File: src/thumb_ctrl_cfg.svh
`ifndef THUMB_CTRL_CFG_SVH
`define THUMB_CTRL_CFG_SVH

// datapath word width
`define WORD_W          32

// register file address, r0..r15
`define REG_ADDR_W      4

// register list of the multi-register forms, r0..r7 only
`define LIST_W          8

`define SP_REG_NUM      13

`define BYTES_PER_WORD  4

// wide enough for a beat index or a register count up to LIST_W
`define CNT_W           4

`endif

File: src/thumb_isa_pkg.sv
`default_nettype none

`include "thumb_ctrl_cfg.svh"

package thumb_isa_pkg;

    // one representative encoding of bits 15:10 per class
    typedef enum logic [5:0] {
        SHIFT_IMM       = 6'b000000,
        DATA_PROC       = 6'b010000,
        LOAD_STORE_REG  = 6'b010100,
        LOAD_STORE_IMM  = 6'b011000,
        LOAD_STORE_BYTE = 6'b011100,
        LOAD_STORE_HW   = 6'b100000,
        LOAD_STORE_SP_R = 6'b100100,
        MISC_16         = 6'b101100,
        STORE_MULT      = 6'b110000,
        LOAD_MULT       = 6'b110010,
        CLASS_OTHER     = 6'b111111
    } op_class_e;

    // bits 13:9 of the shift/immediate group, low two bits cleared where they hold immediate
    typedef enum logic [4:0] {
        LSL_IMM   = 5'b00000,
        LSR_IMM   = 5'b00100,
        ASR_IMM   = 5'b01000,
        ADD_REG   = 5'b01100,
        SUB_REG   = 5'b01101,
        ADD_3_IMM = 5'b01110,
        SUB_3_IMM = 5'b01111,
        MOV_8_IMM = 5'b10000,
        CMP_8_IMM = 5'b10100,
        ADD_8_IMM = 5'b11000,
        SUB_8_IMM = 5'b11100
    } shift_code_e;

    typedef enum logic [3:0] {
        DP_AND = 4'b0000,
        DP_EOR = 4'b0001,
        DP_LSL = 4'b0010,
        DP_LSR = 4'b0011,
        DP_ASR = 4'b0100,
        DP_ADC = 4'b0101,
        DP_SBC = 4'b0110,
        DP_ROR = 4'b0111,
        DP_TST = 4'b1000,
        DP_RSB = 4'b1001,
        DP_CMP = 4'b1010,
        DP_CMN = 4'b1011,
        DP_ORR = 4'b1100,
        DP_MUL = 4'b1101,
        DP_BIC = 4'b1110,
        DP_MVN = 4'b1111
    } dp_code_e;

    typedef enum logic [6:0] {
        PUSH_REGS  = 7'b0100000,
        POP_REGS   = 7'b1100000,
        MISC_OTHER = 7'b1111111
    } misc_code_e;

    typedef struct packed {
        logic [5:0] op;
        logic [3:0] sub_code;
        logic [2:0] rs;
        logic [2:0] rd;
    } operand_fmt_t;

    typedef struct packed {
        logic [3:0]         cls;
        logic               load;
        logic [2:0]         base;
        logic [`LIST_W-1:0] reg_list;
    } list_fmt_t;

    typedef union packed {
        operand_fmt_t opnd;
        list_fmt_t    lst;
    } thumb_instr_u;

    function automatic op_class_e classify_op(input logic [5:0] op);
        op_class_e cls;
        casez (op)
            6'b00????: cls = SHIFT_IMM;
            6'b010000: cls = DATA_PROC;
            6'b0101??: cls = LOAD_STORE_REG;
            6'b0110??: cls = LOAD_STORE_IMM;
            6'b0111??: cls = LOAD_STORE_BYTE;
            6'b1000??: cls = LOAD_STORE_HW;
            6'b1001??: cls = LOAD_STORE_SP_R;
            6'b1011??: cls = MISC_16;
            6'b11000?: cls = STORE_MULT;
            6'b11001?: cls = LOAD_MULT;
            default:   cls = CLASS_OTHER;
        endcase
        return cls;
    endfunction

    function automatic shift_code_e shift_code_of(input logic [4:0] code);
        // only the 011 prefix uses all five bits as opcode
        if (code[4:2] == 3'b011) begin
            return shift_code_e'(code);
        end
        return shift_code_e'({code[4:2], 2'b00});
    endfunction

    function automatic misc_code_e misc_code_of(input logic [6:0] code);
        misc_code_e mc;
        casez (code)
            7'b010????: mc = PUSH_REGS;
            7'b110????: mc = POP_REGS;
            default:    mc = MISC_OTHER;
        endcase
        return mc;
    endfunction

endpackage

`default_nettype wire

File: src/thumb_ctrl_pkg.sv
`default_nettype none

`include "thumb_ctrl_cfg.svh"

package thumb_ctrl_pkg;

    typedef enum logic [3:0] {
        ALU_ADD       = 4'd0,
        ALU_SUB       = 4'd1,
        ALU_AND       = 4'd2,
        ALU_OR        = 4'd3,
        ALU_XOR       = 4'd4,
        ALU_BIT_CLEAR = 4'd5,
        ALU_NOT       = 4'd6,
        ALU_MULT      = 4'd7,
        ALU_LSL       = 4'd8,
        ALU_LSR       = 4'd9,
        ALU_ASR       = 4'd10,
        ALU_ROR       = 4'd11
    } alu_op_e;

    typedef enum logic [1:0] {
        FROM_REG    = 2'd0,
        FROM_IMM    = 2'd1,
        FROM_ZERO   = 2'd2,
        FROM_OFFSET = 2'd3
    } operand_src_e;

    typedef struct packed {
        alu_op_e                alu_op;
        operand_src_e           src1;
        operand_src_e           src2;
        logic                   flag_update;
        logic                   reg_we;
        logic                   mem_we;
        logic                   mem_re;
        // destination register taken from reg_addr instead of the instruction
        logic                   dest_from_ctrl;
        // second read port addressed by reg_addr instead of the instruction
        logic                   src2_from_ctrl;
        logic [`REG_ADDR_W-1:0] reg_addr;
        logic [`WORD_W-1:0]     offset;
    } ctrl_word_t;

    // register add, nothing written
    localparam ctrl_word_t CTRL_IDLE = '{
        alu_op:         ALU_ADD,
        src1:           FROM_REG,
        src2:           FROM_REG,
        flag_update:    1'b0,
        reg_we:         1'b0,
        mem_we:         1'b0,
        mem_re:         1'b0,
        dest_from_ctrl: 1'b0,
        src2_from_ctrl: 1'b0,
        reg_addr:       '0,
        offset:         '0
    };

endpackage

`default_nettype wire

File: src/thumb_instr_decoder.sv
`timescale 1ns/1ps
`default_nettype none

module thumb_instr_decoder
    import thumb_isa_pkg::*;
    import thumb_ctrl_pkg::*;
(
    input  thumb_instr_u instruction_i,
    output ctrl_word_t   ctrl_o
);

    op_class_e   op_class;
    shift_code_e shift_code;
    dp_code_e    dp_code;
    logic        ls_reg_load;
    logic        ls_imm_load;

    assign op_class   = classify_op(instruction_i.opnd.op);
    // bits 13:9
    assign shift_code = shift_code_of({instruction_i.opnd.op[3:0],
                                       instruction_i.opnd.sub_code[3]});
    assign dp_code    = dp_code_e'(instruction_i.opnd.sub_code);

    // register offset opcode in bits 11:9, loads are 1xx and x11
    assign ls_reg_load = instruction_i.opnd.op[1] ||
                         (instruction_i.opnd.op[0] && instruction_i.opnd.sub_code[3]);
    assign ls_imm_load = instruction_i.opnd.op[1];

    always_comb begin
        ctrl_o = CTRL_IDLE;
        case (op_class)
            SHIFT_IMM: begin
                ctrl_o.flag_update = 1'b1;
                ctrl_o.reg_we      = 1'b1;
                case (shift_code)
                    LSL_IMM: begin
                        ctrl_o.alu_op = ALU_LSL;
                        ctrl_o.src2   = FROM_IMM;
                    end
                    LSR_IMM: begin
                        ctrl_o.alu_op = ALU_LSR;
                        ctrl_o.src2   = FROM_IMM;
                    end
                    ASR_IMM: begin
                        ctrl_o.alu_op = ALU_ASR;
                        ctrl_o.src2   = FROM_IMM;
                    end
                    ADD_REG: ctrl_o.alu_op = ALU_ADD;
                    SUB_REG: ctrl_o.alu_op = ALU_SUB;
                    ADD_3_IMM, ADD_8_IMM: ctrl_o.src2 = FROM_IMM;
                    SUB_3_IMM, SUB_8_IMM: begin
                        ctrl_o.alu_op = ALU_SUB;
                        ctrl_o.src2   = FROM_IMM;
                    end
                    // mov is 0 + imm8
                    MOV_8_IMM: begin
                        ctrl_o.src1 = FROM_ZERO;
                        ctrl_o.src2 = FROM_IMM;
                    end
                    CMP_8_IMM: begin
                        ctrl_o.alu_op = ALU_SUB;
                        ctrl_o.src2   = FROM_IMM;
                        ctrl_o.reg_we = 1'b0;
                    end
                    default: ;
                endcase
            end
            DATA_PROC: begin
                ctrl_o.flag_update = 1'b1;
                ctrl_o.reg_we      = 1'b1;
                case (dp_code)
                    DP_AND: ctrl_o.alu_op = ALU_AND;
                    DP_EOR: ctrl_o.alu_op = ALU_XOR;
                    DP_LSL: ctrl_o.alu_op = ALU_LSL;
                    DP_LSR: ctrl_o.alu_op = ALU_LSR;
                    DP_ASR: ctrl_o.alu_op = ALU_ASR;
                    // carry in is handled by the ALU from the flags
                    DP_ADC: ctrl_o.alu_op = ALU_ADD;
                    DP_SBC: ctrl_o.alu_op = ALU_SUB;
                    DP_ROR: ctrl_o.alu_op = ALU_ROR;
                    DP_TST: begin
                        ctrl_o.alu_op = ALU_AND;
                        ctrl_o.reg_we = 1'b0;
                    end
                    DP_RSB: begin
                        ctrl_o.alu_op = ALU_SUB;
                        ctrl_o.src1   = FROM_ZERO;
                    end
                    DP_CMP: begin
                        ctrl_o.alu_op = ALU_SUB;
                        ctrl_o.reg_we = 1'b0;
                    end
                    DP_CMN: begin
                        ctrl_o.alu_op = ALU_ADD;
                        ctrl_o.reg_we = 1'b0;
                    end
                    DP_ORR: ctrl_o.alu_op = ALU_OR;
                    DP_MUL: ctrl_o.alu_op = ALU_MULT;
                    DP_BIC: ctrl_o.alu_op = ALU_BIT_CLEAR;
                    DP_MVN: ctrl_o.alu_op = ALU_NOT;
                    default: ;
                endcase
            end
            LOAD_STORE_REG: begin
                if (ls_reg_load) begin
                    ctrl_o.reg_we = 1'b1;
                    ctrl_o.mem_re = 1'b1;
                end else begin
                    ctrl_o.mem_we = 1'b1;
                end
            end
            LOAD_STORE_IMM, LOAD_STORE_BYTE, LOAD_STORE_HW, LOAD_STORE_SP_R: begin
                ctrl_o.src2 = FROM_IMM;
                if (ls_imm_load) begin
                    ctrl_o.reg_we = 1'b1;
                    ctrl_o.mem_re = 1'b1;
                end else begin
                    ctrl_o.mem_we = 1'b1;
                end
            end
            // list classes are built by the sequencer
            default: ;
        endcase
    end

endmodule

`default_nettype wire

File: src/reg_list_picker.sv
`timescale 1ns/1ps
`default_nettype none

`include "thumb_ctrl_cfg.svh"

module reg_list_picker (
    input  logic [`LIST_W-1:0]     pending_i,
    output logic [`REG_ADDR_W-1:0] low_idx_o,
    output logic [`REG_ADDR_W-1:0] high_idx_o,
    output logic [`CNT_W-1:0]      pending_cnt_o
);

    always_comb begin
        low_idx_o     = '0;
        high_idx_o    = '0;
        pending_cnt_o = '0;

        // scanning downwards leaves the lowest set bit
        for (int i = `LIST_W - 1; i >= 0; i--) begin
            if (pending_i[i]) begin
                low_idx_o = `REG_ADDR_W'(i);
            end
        end

        // scanning upwards leaves the highest set bit
        for (int i = 0; i < `LIST_W; i++) begin
            if (pending_i[i]) begin
                high_idx_o    = `REG_ADDR_W'(i);
                pending_cnt_o = pending_cnt_o + 1'b1;
            end
        end

        if (pending_i != '0) begin
            assert (low_idx_o <= high_idx_o)
                else $error("picker: low index above high index");
        end
    end

endmodule

`default_nettype wire

File: src/multi_reg_sequencer.sv
`timescale 1ns/1ps
`default_nettype none

`include "thumb_ctrl_cfg.svh"

module multi_reg_sequencer
    import thumb_isa_pkg::*;
    import thumb_ctrl_pkg::*;
(
    input  logic         clk_i,
    input  logic         reset_i,
    input  thumb_instr_u instruction_i,
    input  ctrl_word_t   dec_ctrl_i,
    output ctrl_word_t   ctrl_o,
    output logic         stall_o
);

    localparam logic [`REG_ADDR_W-1:0] SP_ADDR = `REG_ADDR_W'(`SP_REG_NUM);
    localparam logic [`WORD_W-1:0] WORD_BYTES = `WORD_W'(`BYTES_PER_WORD);

    op_class_e              op_class;
    misc_code_e             misc_code;
    logic                   is_push;
    logic                   is_pop;
    logic                   is_stm;
    logic                   is_ldm;
    logic                   is_list;
    logic [`LIST_W-1:0]     pending_mask;
    logic [`LIST_W-1:0]     pending;
    logic [`CNT_W-1:0]      beat_cnt;
    logic [`CNT_W-1:0]      pending_cnt;
    logic [`CNT_W-1:0]      total_cnt;
    logic                   base_in_list;
    logic [`REG_ADDR_W-1:0] low_idx;
    logic [`REG_ADDR_W-1:0] high_idx;
    logic [`REG_ADDR_W-1:0] pick_idx;
    logic [`REG_ADDR_W-1:0] base_addr;
    logic [`WORD_W-1:0]     total_bytes;
    logic [`WORD_W-1:0]     beat_bytes;

    assign op_class  = classify_op(instruction_i.opnd.op);
    // bits 11:5
    assign misc_code = misc_code_of({instruction_i.lst.load, instruction_i.lst.base,
                                     instruction_i.lst.reg_list[7:5]});

    assign is_push = (op_class == MISC_16) && (misc_code == PUSH_REGS);
    assign is_pop  = (op_class == MISC_16) && (misc_code == POP_REGS);
    assign is_stm  = (op_class == STORE_MULT);
    assign is_ldm  = (op_class == LOAD_MULT);
    assign is_list = is_push || is_pop || is_stm || is_ldm;

    assign pending   = instruction_i.lst.reg_list & pending_mask;
    assign base_addr = `REG_ADDR_W'(instruction_i.lst.base);

    reg_list_picker u_picker (
        .pending_i     (pending),
        .low_idx_o     (low_idx),
        .high_idx_o    (high_idx),
        .pending_cnt_o (pending_cnt)
    );

    // ldm fills from the top register down
    assign pick_idx = is_ldm ? high_idx : low_idx;

    // done beats plus remaining ones stays equal to the list size
    assign total_cnt   = beat_cnt + pending_cnt;
    assign total_bytes = `WORD_W'(total_cnt) * WORD_BYTES;
    assign beat_bytes  = `WORD_W'(beat_cnt) * WORD_BYTES;

    assign stall_o = is_list && (pending_cnt != '0);

    always_ff @(posedge clk_i) begin
        if (reset_i || !stall_o) begin
            beat_cnt     <= '0;
            pending_mask <= '1;
            base_in_list <= 1'b0;
        end else begin
            beat_cnt     <= beat_cnt + 1'b1;
            pending_mask <= pending_mask & ~(`LIST_W'(1) << pick_idx);
            if (pick_idx == base_addr) begin
                base_in_list <= 1'b1;
            end
        end
    end

    always_comb begin
        ctrl_o = dec_ctrl_i;
        if (is_list) begin
            ctrl_o.alu_op = ALU_ADD;
            ctrl_o.src2   = FROM_OFFSET;
            if (stall_o) begin
                ctrl_o.reg_addr = pick_idx;
                if (is_push || is_stm) begin
                    ctrl_o.mem_we         = 1'b1;
                    ctrl_o.src2_from_ctrl = 1'b1;
                    if (is_push) begin
                        // lowest register lands at SP - 4N
                        ctrl_o.alu_op = ALU_SUB;
                        ctrl_o.offset = total_bytes - beat_bytes;
                    end else begin
                        ctrl_o.offset = beat_bytes;
                    end
                end else begin
                    ctrl_o.reg_we         = 1'b1;
                    ctrl_o.mem_re         = 1'b1;
                    ctrl_o.dest_from_ctrl = 1'b1;
                    if (is_ldm) begin
                        ctrl_o.offset = total_bytes - WORD_BYTES - beat_bytes;
                    end else begin
                        ctrl_o.offset = beat_bytes;
                    end
                end
            end else begin
                // final beat, write back SP or the base register
                ctrl_o.offset         = total_bytes;
                ctrl_o.dest_from_ctrl = 1'b1;
                ctrl_o.reg_addr       = (is_push || is_pop) ? SP_ADDR : base_addr;
                ctrl_o.reg_we         = !(is_ldm && base_in_list);
                if (is_push) begin
                    ctrl_o.alu_op = ALU_SUB;
                end
            end
        end
    end

    // a list holds at most LIST_W registers, so no more than LIST_W stall cycles in a row
    assert property (@(posedge clk_i) disable iff (reset_i)
        stall_o |-> (beat_cnt < `CNT_W'(`LIST_W)))
        else $error("sequencer: stall held past the list length");

    // decode and sequencing must never mix a memory write with a register write
    assert property (@(posedge clk_i) disable iff (reset_i)
        !(ctrl_o.mem_we && ctrl_o.reg_we))
        else $error("sequencer: mem_we and reg_we both set");

endmodule

`default_nettype wire

File: src/thumb_ctrl_top.sv
`timescale 1ns/1ps
`default_nettype none

module thumb_ctrl_top
    import thumb_isa_pkg::*;
    import thumb_ctrl_pkg::*;
(
    input  logic         clk_i,
    input  logic         reset_i,
    input  thumb_instr_u instruction_i,
    output ctrl_word_t   ctrl_o,
    output logic         stall_o
);

    ctrl_word_t dec_ctrl;

    thumb_instr_decoder u_decoder (
        .instruction_i (instruction_i),
        .ctrl_o        (dec_ctrl)
    );

    // overrides the decoded word during PUSH, POP, STM and LDM
    multi_reg_sequencer u_sequencer (
        .clk_i         (clk_i),
        .reset_i       (reset_i),
        .instruction_i (instruction_i),
        .dec_ctrl_i    (dec_ctrl),
        .ctrl_o        (ctrl_o),
        .stall_o       (stall_o)
    );

endmodule

`default_nettype wire

File: config.mk
export PLATFORM = sky130hd
export DESIGN_NAME = thumb_ctrl_top
export DESIGN_NICKNAME = d
export VERILOG_FILES = /design/src/thumb_isa_pkg.sv /design/src/thumb_ctrl_pkg.sv /design/src/thumb_instr_decoder.sv /design/src/reg_list_picker.sv /design/src/multi_reg_sequencer.sv /design/src/thumb_ctrl_top.sv
export VERILOG_INCLUDE_DIRS = /design/src
export SDC_FILE = /design/constraint.sdc
export NUM_CORES = 1
export LEC_CHECK = 0
export ABC_AREA = 1
export ABC_CLOCK_PERIOD_IN_PS = 13000
export BUFFER_PORTS_ARGS = -buffer_cell sky130_fd_sc_hd__buf_4
export CAP_MARGIN = 20
export CORE_MARGIN = 4
export CORE_UTILIZATION = 33
export CTS_BUF_LIST = sky130_fd_sc_hd__clkbuf_8
export CTS_CLUSTER_SIZE = 10
export DETAILED_ROUTE_END_ITERATION = 10
export GPL_TIMING_DRIVEN = 0
export HOLD_SLACK_MARGIN = 0.08
export SETUP_SLACK_MARGIN = 0.02
export SLEW_MARGIN = 25
export SYNTH_ARGS = -nofsm -noshare
export SYNTH_HDL_FRONTEND = slang
export SYNTH_SLANG_ARGS = --single-unit
File: constraint.sdc
create_clock -name clk_i -period 13 [get_ports clk_i]
set_input_delay 1.3 -clock clk_i [delete_from_list [all_inputs] [get_ports clk_i]]
set_output_delay 1.3 -clock clk_i [all_outputs]
set_load 0.02 [all_outputs]
==> summary.md <==
| Metric | Value |
|---|---|
| Type of the worst min-delay path | `flop to flop` |
| First drt pass iteration count | `4` |
| Skew final | `6.55 ps` |
| Synth cell count leaders | `97 x nand2_1, 65 x inv_1, 45 x nor2_1` |
| Max frequency | `0.110 GHz` |
| Critical path arrival | `7820 ps` |
| Largest family of logic cells by synthesized area | `simple AND/OR/NAND/NOR gates` |
| Initial antenna violation count | `0` |
| Initial Utilization | `0.344` |
| Mux share of post-synthesis cell area | `0.00420` |
| Port bufs | `64` |
| Max-cap violations | `0` |
| Via count | `about 3000` |
| Die X | `between 90 and 100 um` |
| CTS max path bufs | `2` |
| Yosys warning count | `0` |
| CTS tree | `done` |
| Grt ovf | `0` |
| DIE AREA | `~9600 um^2` |
| Flop and latch count out of synthesis | `13` |
| GRT Util Overall | `0.144` |
| Post-synthesis sequential area ratio | `0.0970` |
| Synth Area in Adders | `0.130` |
| Worst-path fanout max | `5` |
| Cell Pwr Density | `approximately 77 nW/um^2` |
| Share of layout cells above drive strength 1 | `0.258` |
| H-tree levels | `1` |
| HPWL after detailed placement | `6120 um` |
| Final Critical Period | `9120 ps` |
| First DRT Iteration DRCs | `120` |
| Area grow syn2layout | `24.7%` |
| Hold_buf cts | `0` |
| Post-route DRC | `0` |
| CP Capture Type | `primary output` |
| Routed Antenna Nets | `0` |
| Number of fillers in the final layout | `between 800 and 900` |
| Row Count | `32` |
| Ports | `69` |
| Core Util, Final | `0.429` |
| Maximum vdd drop | `around 43 uV` |
| Largest area contributor in the netlist | `nand2_1` |
| Setup TNS | `0 ps` |
| Largest net degree at the start of global routing | `11` |
| Vias in the first global route | `2748` |
| First-pass GRT wire length | `12100 um` |
| Number of synthesized flops with an enable pin | `0` |
| Setup crit start kind | `input pin` |
| Post-Synth Simple-Gate Area | `0.407` |
| Setup CP Type | `input pin to primary output` |
| Most frequent cell after synthesis | `nand2_1` |
| Core box area | `7810 um^2` |
| CTS buffer count | `3` |
| Xor/xnor share of the synthesized area | `0.0462` |
| Hold Vio Cnt, Final | `0` |
| Ant. Diodes | `0` |
| Gate Count Post-Synth | `453` |
| Fin. max-slew vios | `0` |
| WP data required | `11700 ps` |
| Synthesized area | `2680 um^2` |
| Cell mode on critical path | `nand2_1` |
| Worst-margin pin slew | `853 ps` |
| LEAKAGE | `1.79 nW` |
| Slowest CP cell | `fa_1` |
| Mapped Avg Cell Area | `5.92 um^2` |
| Async S/R FF share, synth | `0` |
| Clock root cell | `clkbuf_8` |
| Clk sink count | `13` |
| Main area contributors after synthesis | `nand2_1 14%, ha_1 11%, dfxtp_1 9.7%, inv_1 9.1%, nand3_1 6.9%` |
| Relative slew slack | `0.426` |
| Slowest stage delay, CP | `approximately 440 ps` |
| Final setup violation count | `0` |
| PostCTS Resize Cnt | `0` |
| Netlist cell types | `46` |
| Total Wirelength | `7110 um` |
| RSZ-0062 raised after global routing | `no` |
| Layout Nets | `568` |
| Placer congestion estimate | `0.954` |
| Avg WL per Cell | `11.4 um` |
| Yosys top cell area share | `0.136` |
| Worst slack, placed | `3850 ps` |
| Setup bufs post-CTS | `0` |
| Final worst-path cycle share | `0.701` |
| Compound-gate portion of the synthesized area | `0.151` |
| Status | `completed` |
| Worst-Skew Late Latency | `240 ps` |
| Die span in y | `98.2 um` |
| Clk slew on worst S/H paths | `50 ps` |
| Final setup margin | `3880 ps` |
| Vias/cell | `4.74` |
| Synth Flop Type | `dfxtp_1` |
==> power breakdown <==
group | internal [W] | total (W) | switching [W]
clock network | 0.0000211 | 0.0000359 | 0.0000148
logic | 0.0000700 | 0.000183 | 0.000113
registers | 0.0000401 | 0.0000404 | 0.000000274
total | 0.000131 | 0.000259 | 0.000128
==> stage by stage <==
stage / hold slack, ps / std cells / cell area (um^2) / total power [W]
finish: 460 / 625 / 3350 / 0.000259
CTS: 460 / 625 / 3350 / 0.000262
global placement: 447 / 621 / 3300 / 0.000220
detailed placement: 454 / 621 / 3300 / 0.000225
global route: 478 / 625 / 3350 / 0.000294
floorplan: 424 / 455 / 2690 / 0.000183
==> placed cells by master (no fill, tap or decap), drive strengths merged, types with 2 or more instances in the layout <==
| cell | Yosys | routed |
|---|---|---|
| nor3 | 7 | 7 |
| nand3 | 40 | 40 |
| clkinv | 1 | 2 |
| a21oi | 25 | 25 |
| xor2 | 10 | 10 |
| inv | 71 | 71 |
| dfxtp | 13 | 13 |
| nand2 | 112 | 112 |
| xnor2 | 2 | 2 |
| nor2 | 62 | 62 |
| fa | 3 | 3 |
| and2 | 2 | 2 |
| ha | 23 | 23 |
| nand4 | 2 | 2 |
| clkbuf | 3 | 6 |
| nor4 | 3 | 3 |
| or2 | 3 | 3 |
| o211ai | 2 | 2 |
| o21ai | 39 | 39 |
| conb | 1 | 3 |
| buf | 20 | 84 |
==> critical path, delay by kind of cell <==
family	cells	cell delay (ps)
AOI/OAI and AO/OA	4	720
buffers and inverters	7	540
adders and majority gates	9	2780
and+or+nand+nor	15	1890
xor gates and xnor gates	2	550
==> path summary, 6_finish.rpt <==
check                                                 start                        to  slack [ps]  depth (start not counted)
worst max-delay path                       instruction_i[1]                ctrl_o[13]        3880                         37
worst min register to register     u_sequencer.base_in_list  u_sequencer.base_in_list         460                          2
worst min-delay path               u_sequencer.base_in_list  u_sequencer.base_in_list         460                          2
worst max register to register  u_sequencer.pending_mask[0]   u_sequencer.beat_cnt[0]        8340                         30
==> layout make-up <==
| cell class | instances | area [um^2] | share of cell area |
|---|---|---|---|
| plain buffers | 23 | 166 | 0.0497 |
| clock buffers | 3 | 41.3 | 0.0123 |
| clock inverters | 1 | 5.00 | 0.00150 |
| inverters | 72 | 275 | 0.0823 |
| multi-input cells | 347 | 1990 | 0.595 |
| flip-flops and latches | 13 | 260 | 0.0778 |
| well taps | 102 | 128 | 0.0381 |
| repair buffers | 64 | 480 | 0.144 |
==> kinds of logic (layout without fill, tap and decap cells) <==
group           after synthesis  in the layout
xor+xnor                     12             12
simple gates                232            232
mux                           1              1
other cells                   1              3
compound gates               73             73
fa+ha+maj                    26             26
buf+inv                      95            163
flops                        13             13
==> flip-flops by register name, summed over array words and instances, names as in the netlist <==
name / flops
u_sequencer.base_in_list: 1
u_sequencer.beat_cnt: 4
u_sequencer.pending_mask: 8
==> routing by layer <==
| metal | up-vias | track usage | share of wire |
|---|---|---|---|
| met5 | - | 0 | 0 |
| met4 | 0 | 0.0294 | 0.014 |
| met3 | 9 | 0.0129 | 0.031 |
| met2 | 56 | 0.248 | 0.47 |
| met1 | 1315 | 0.196 | 0.48 |
| li1 | 1580 | - | - |
Power figures use the tool's default switching activity.
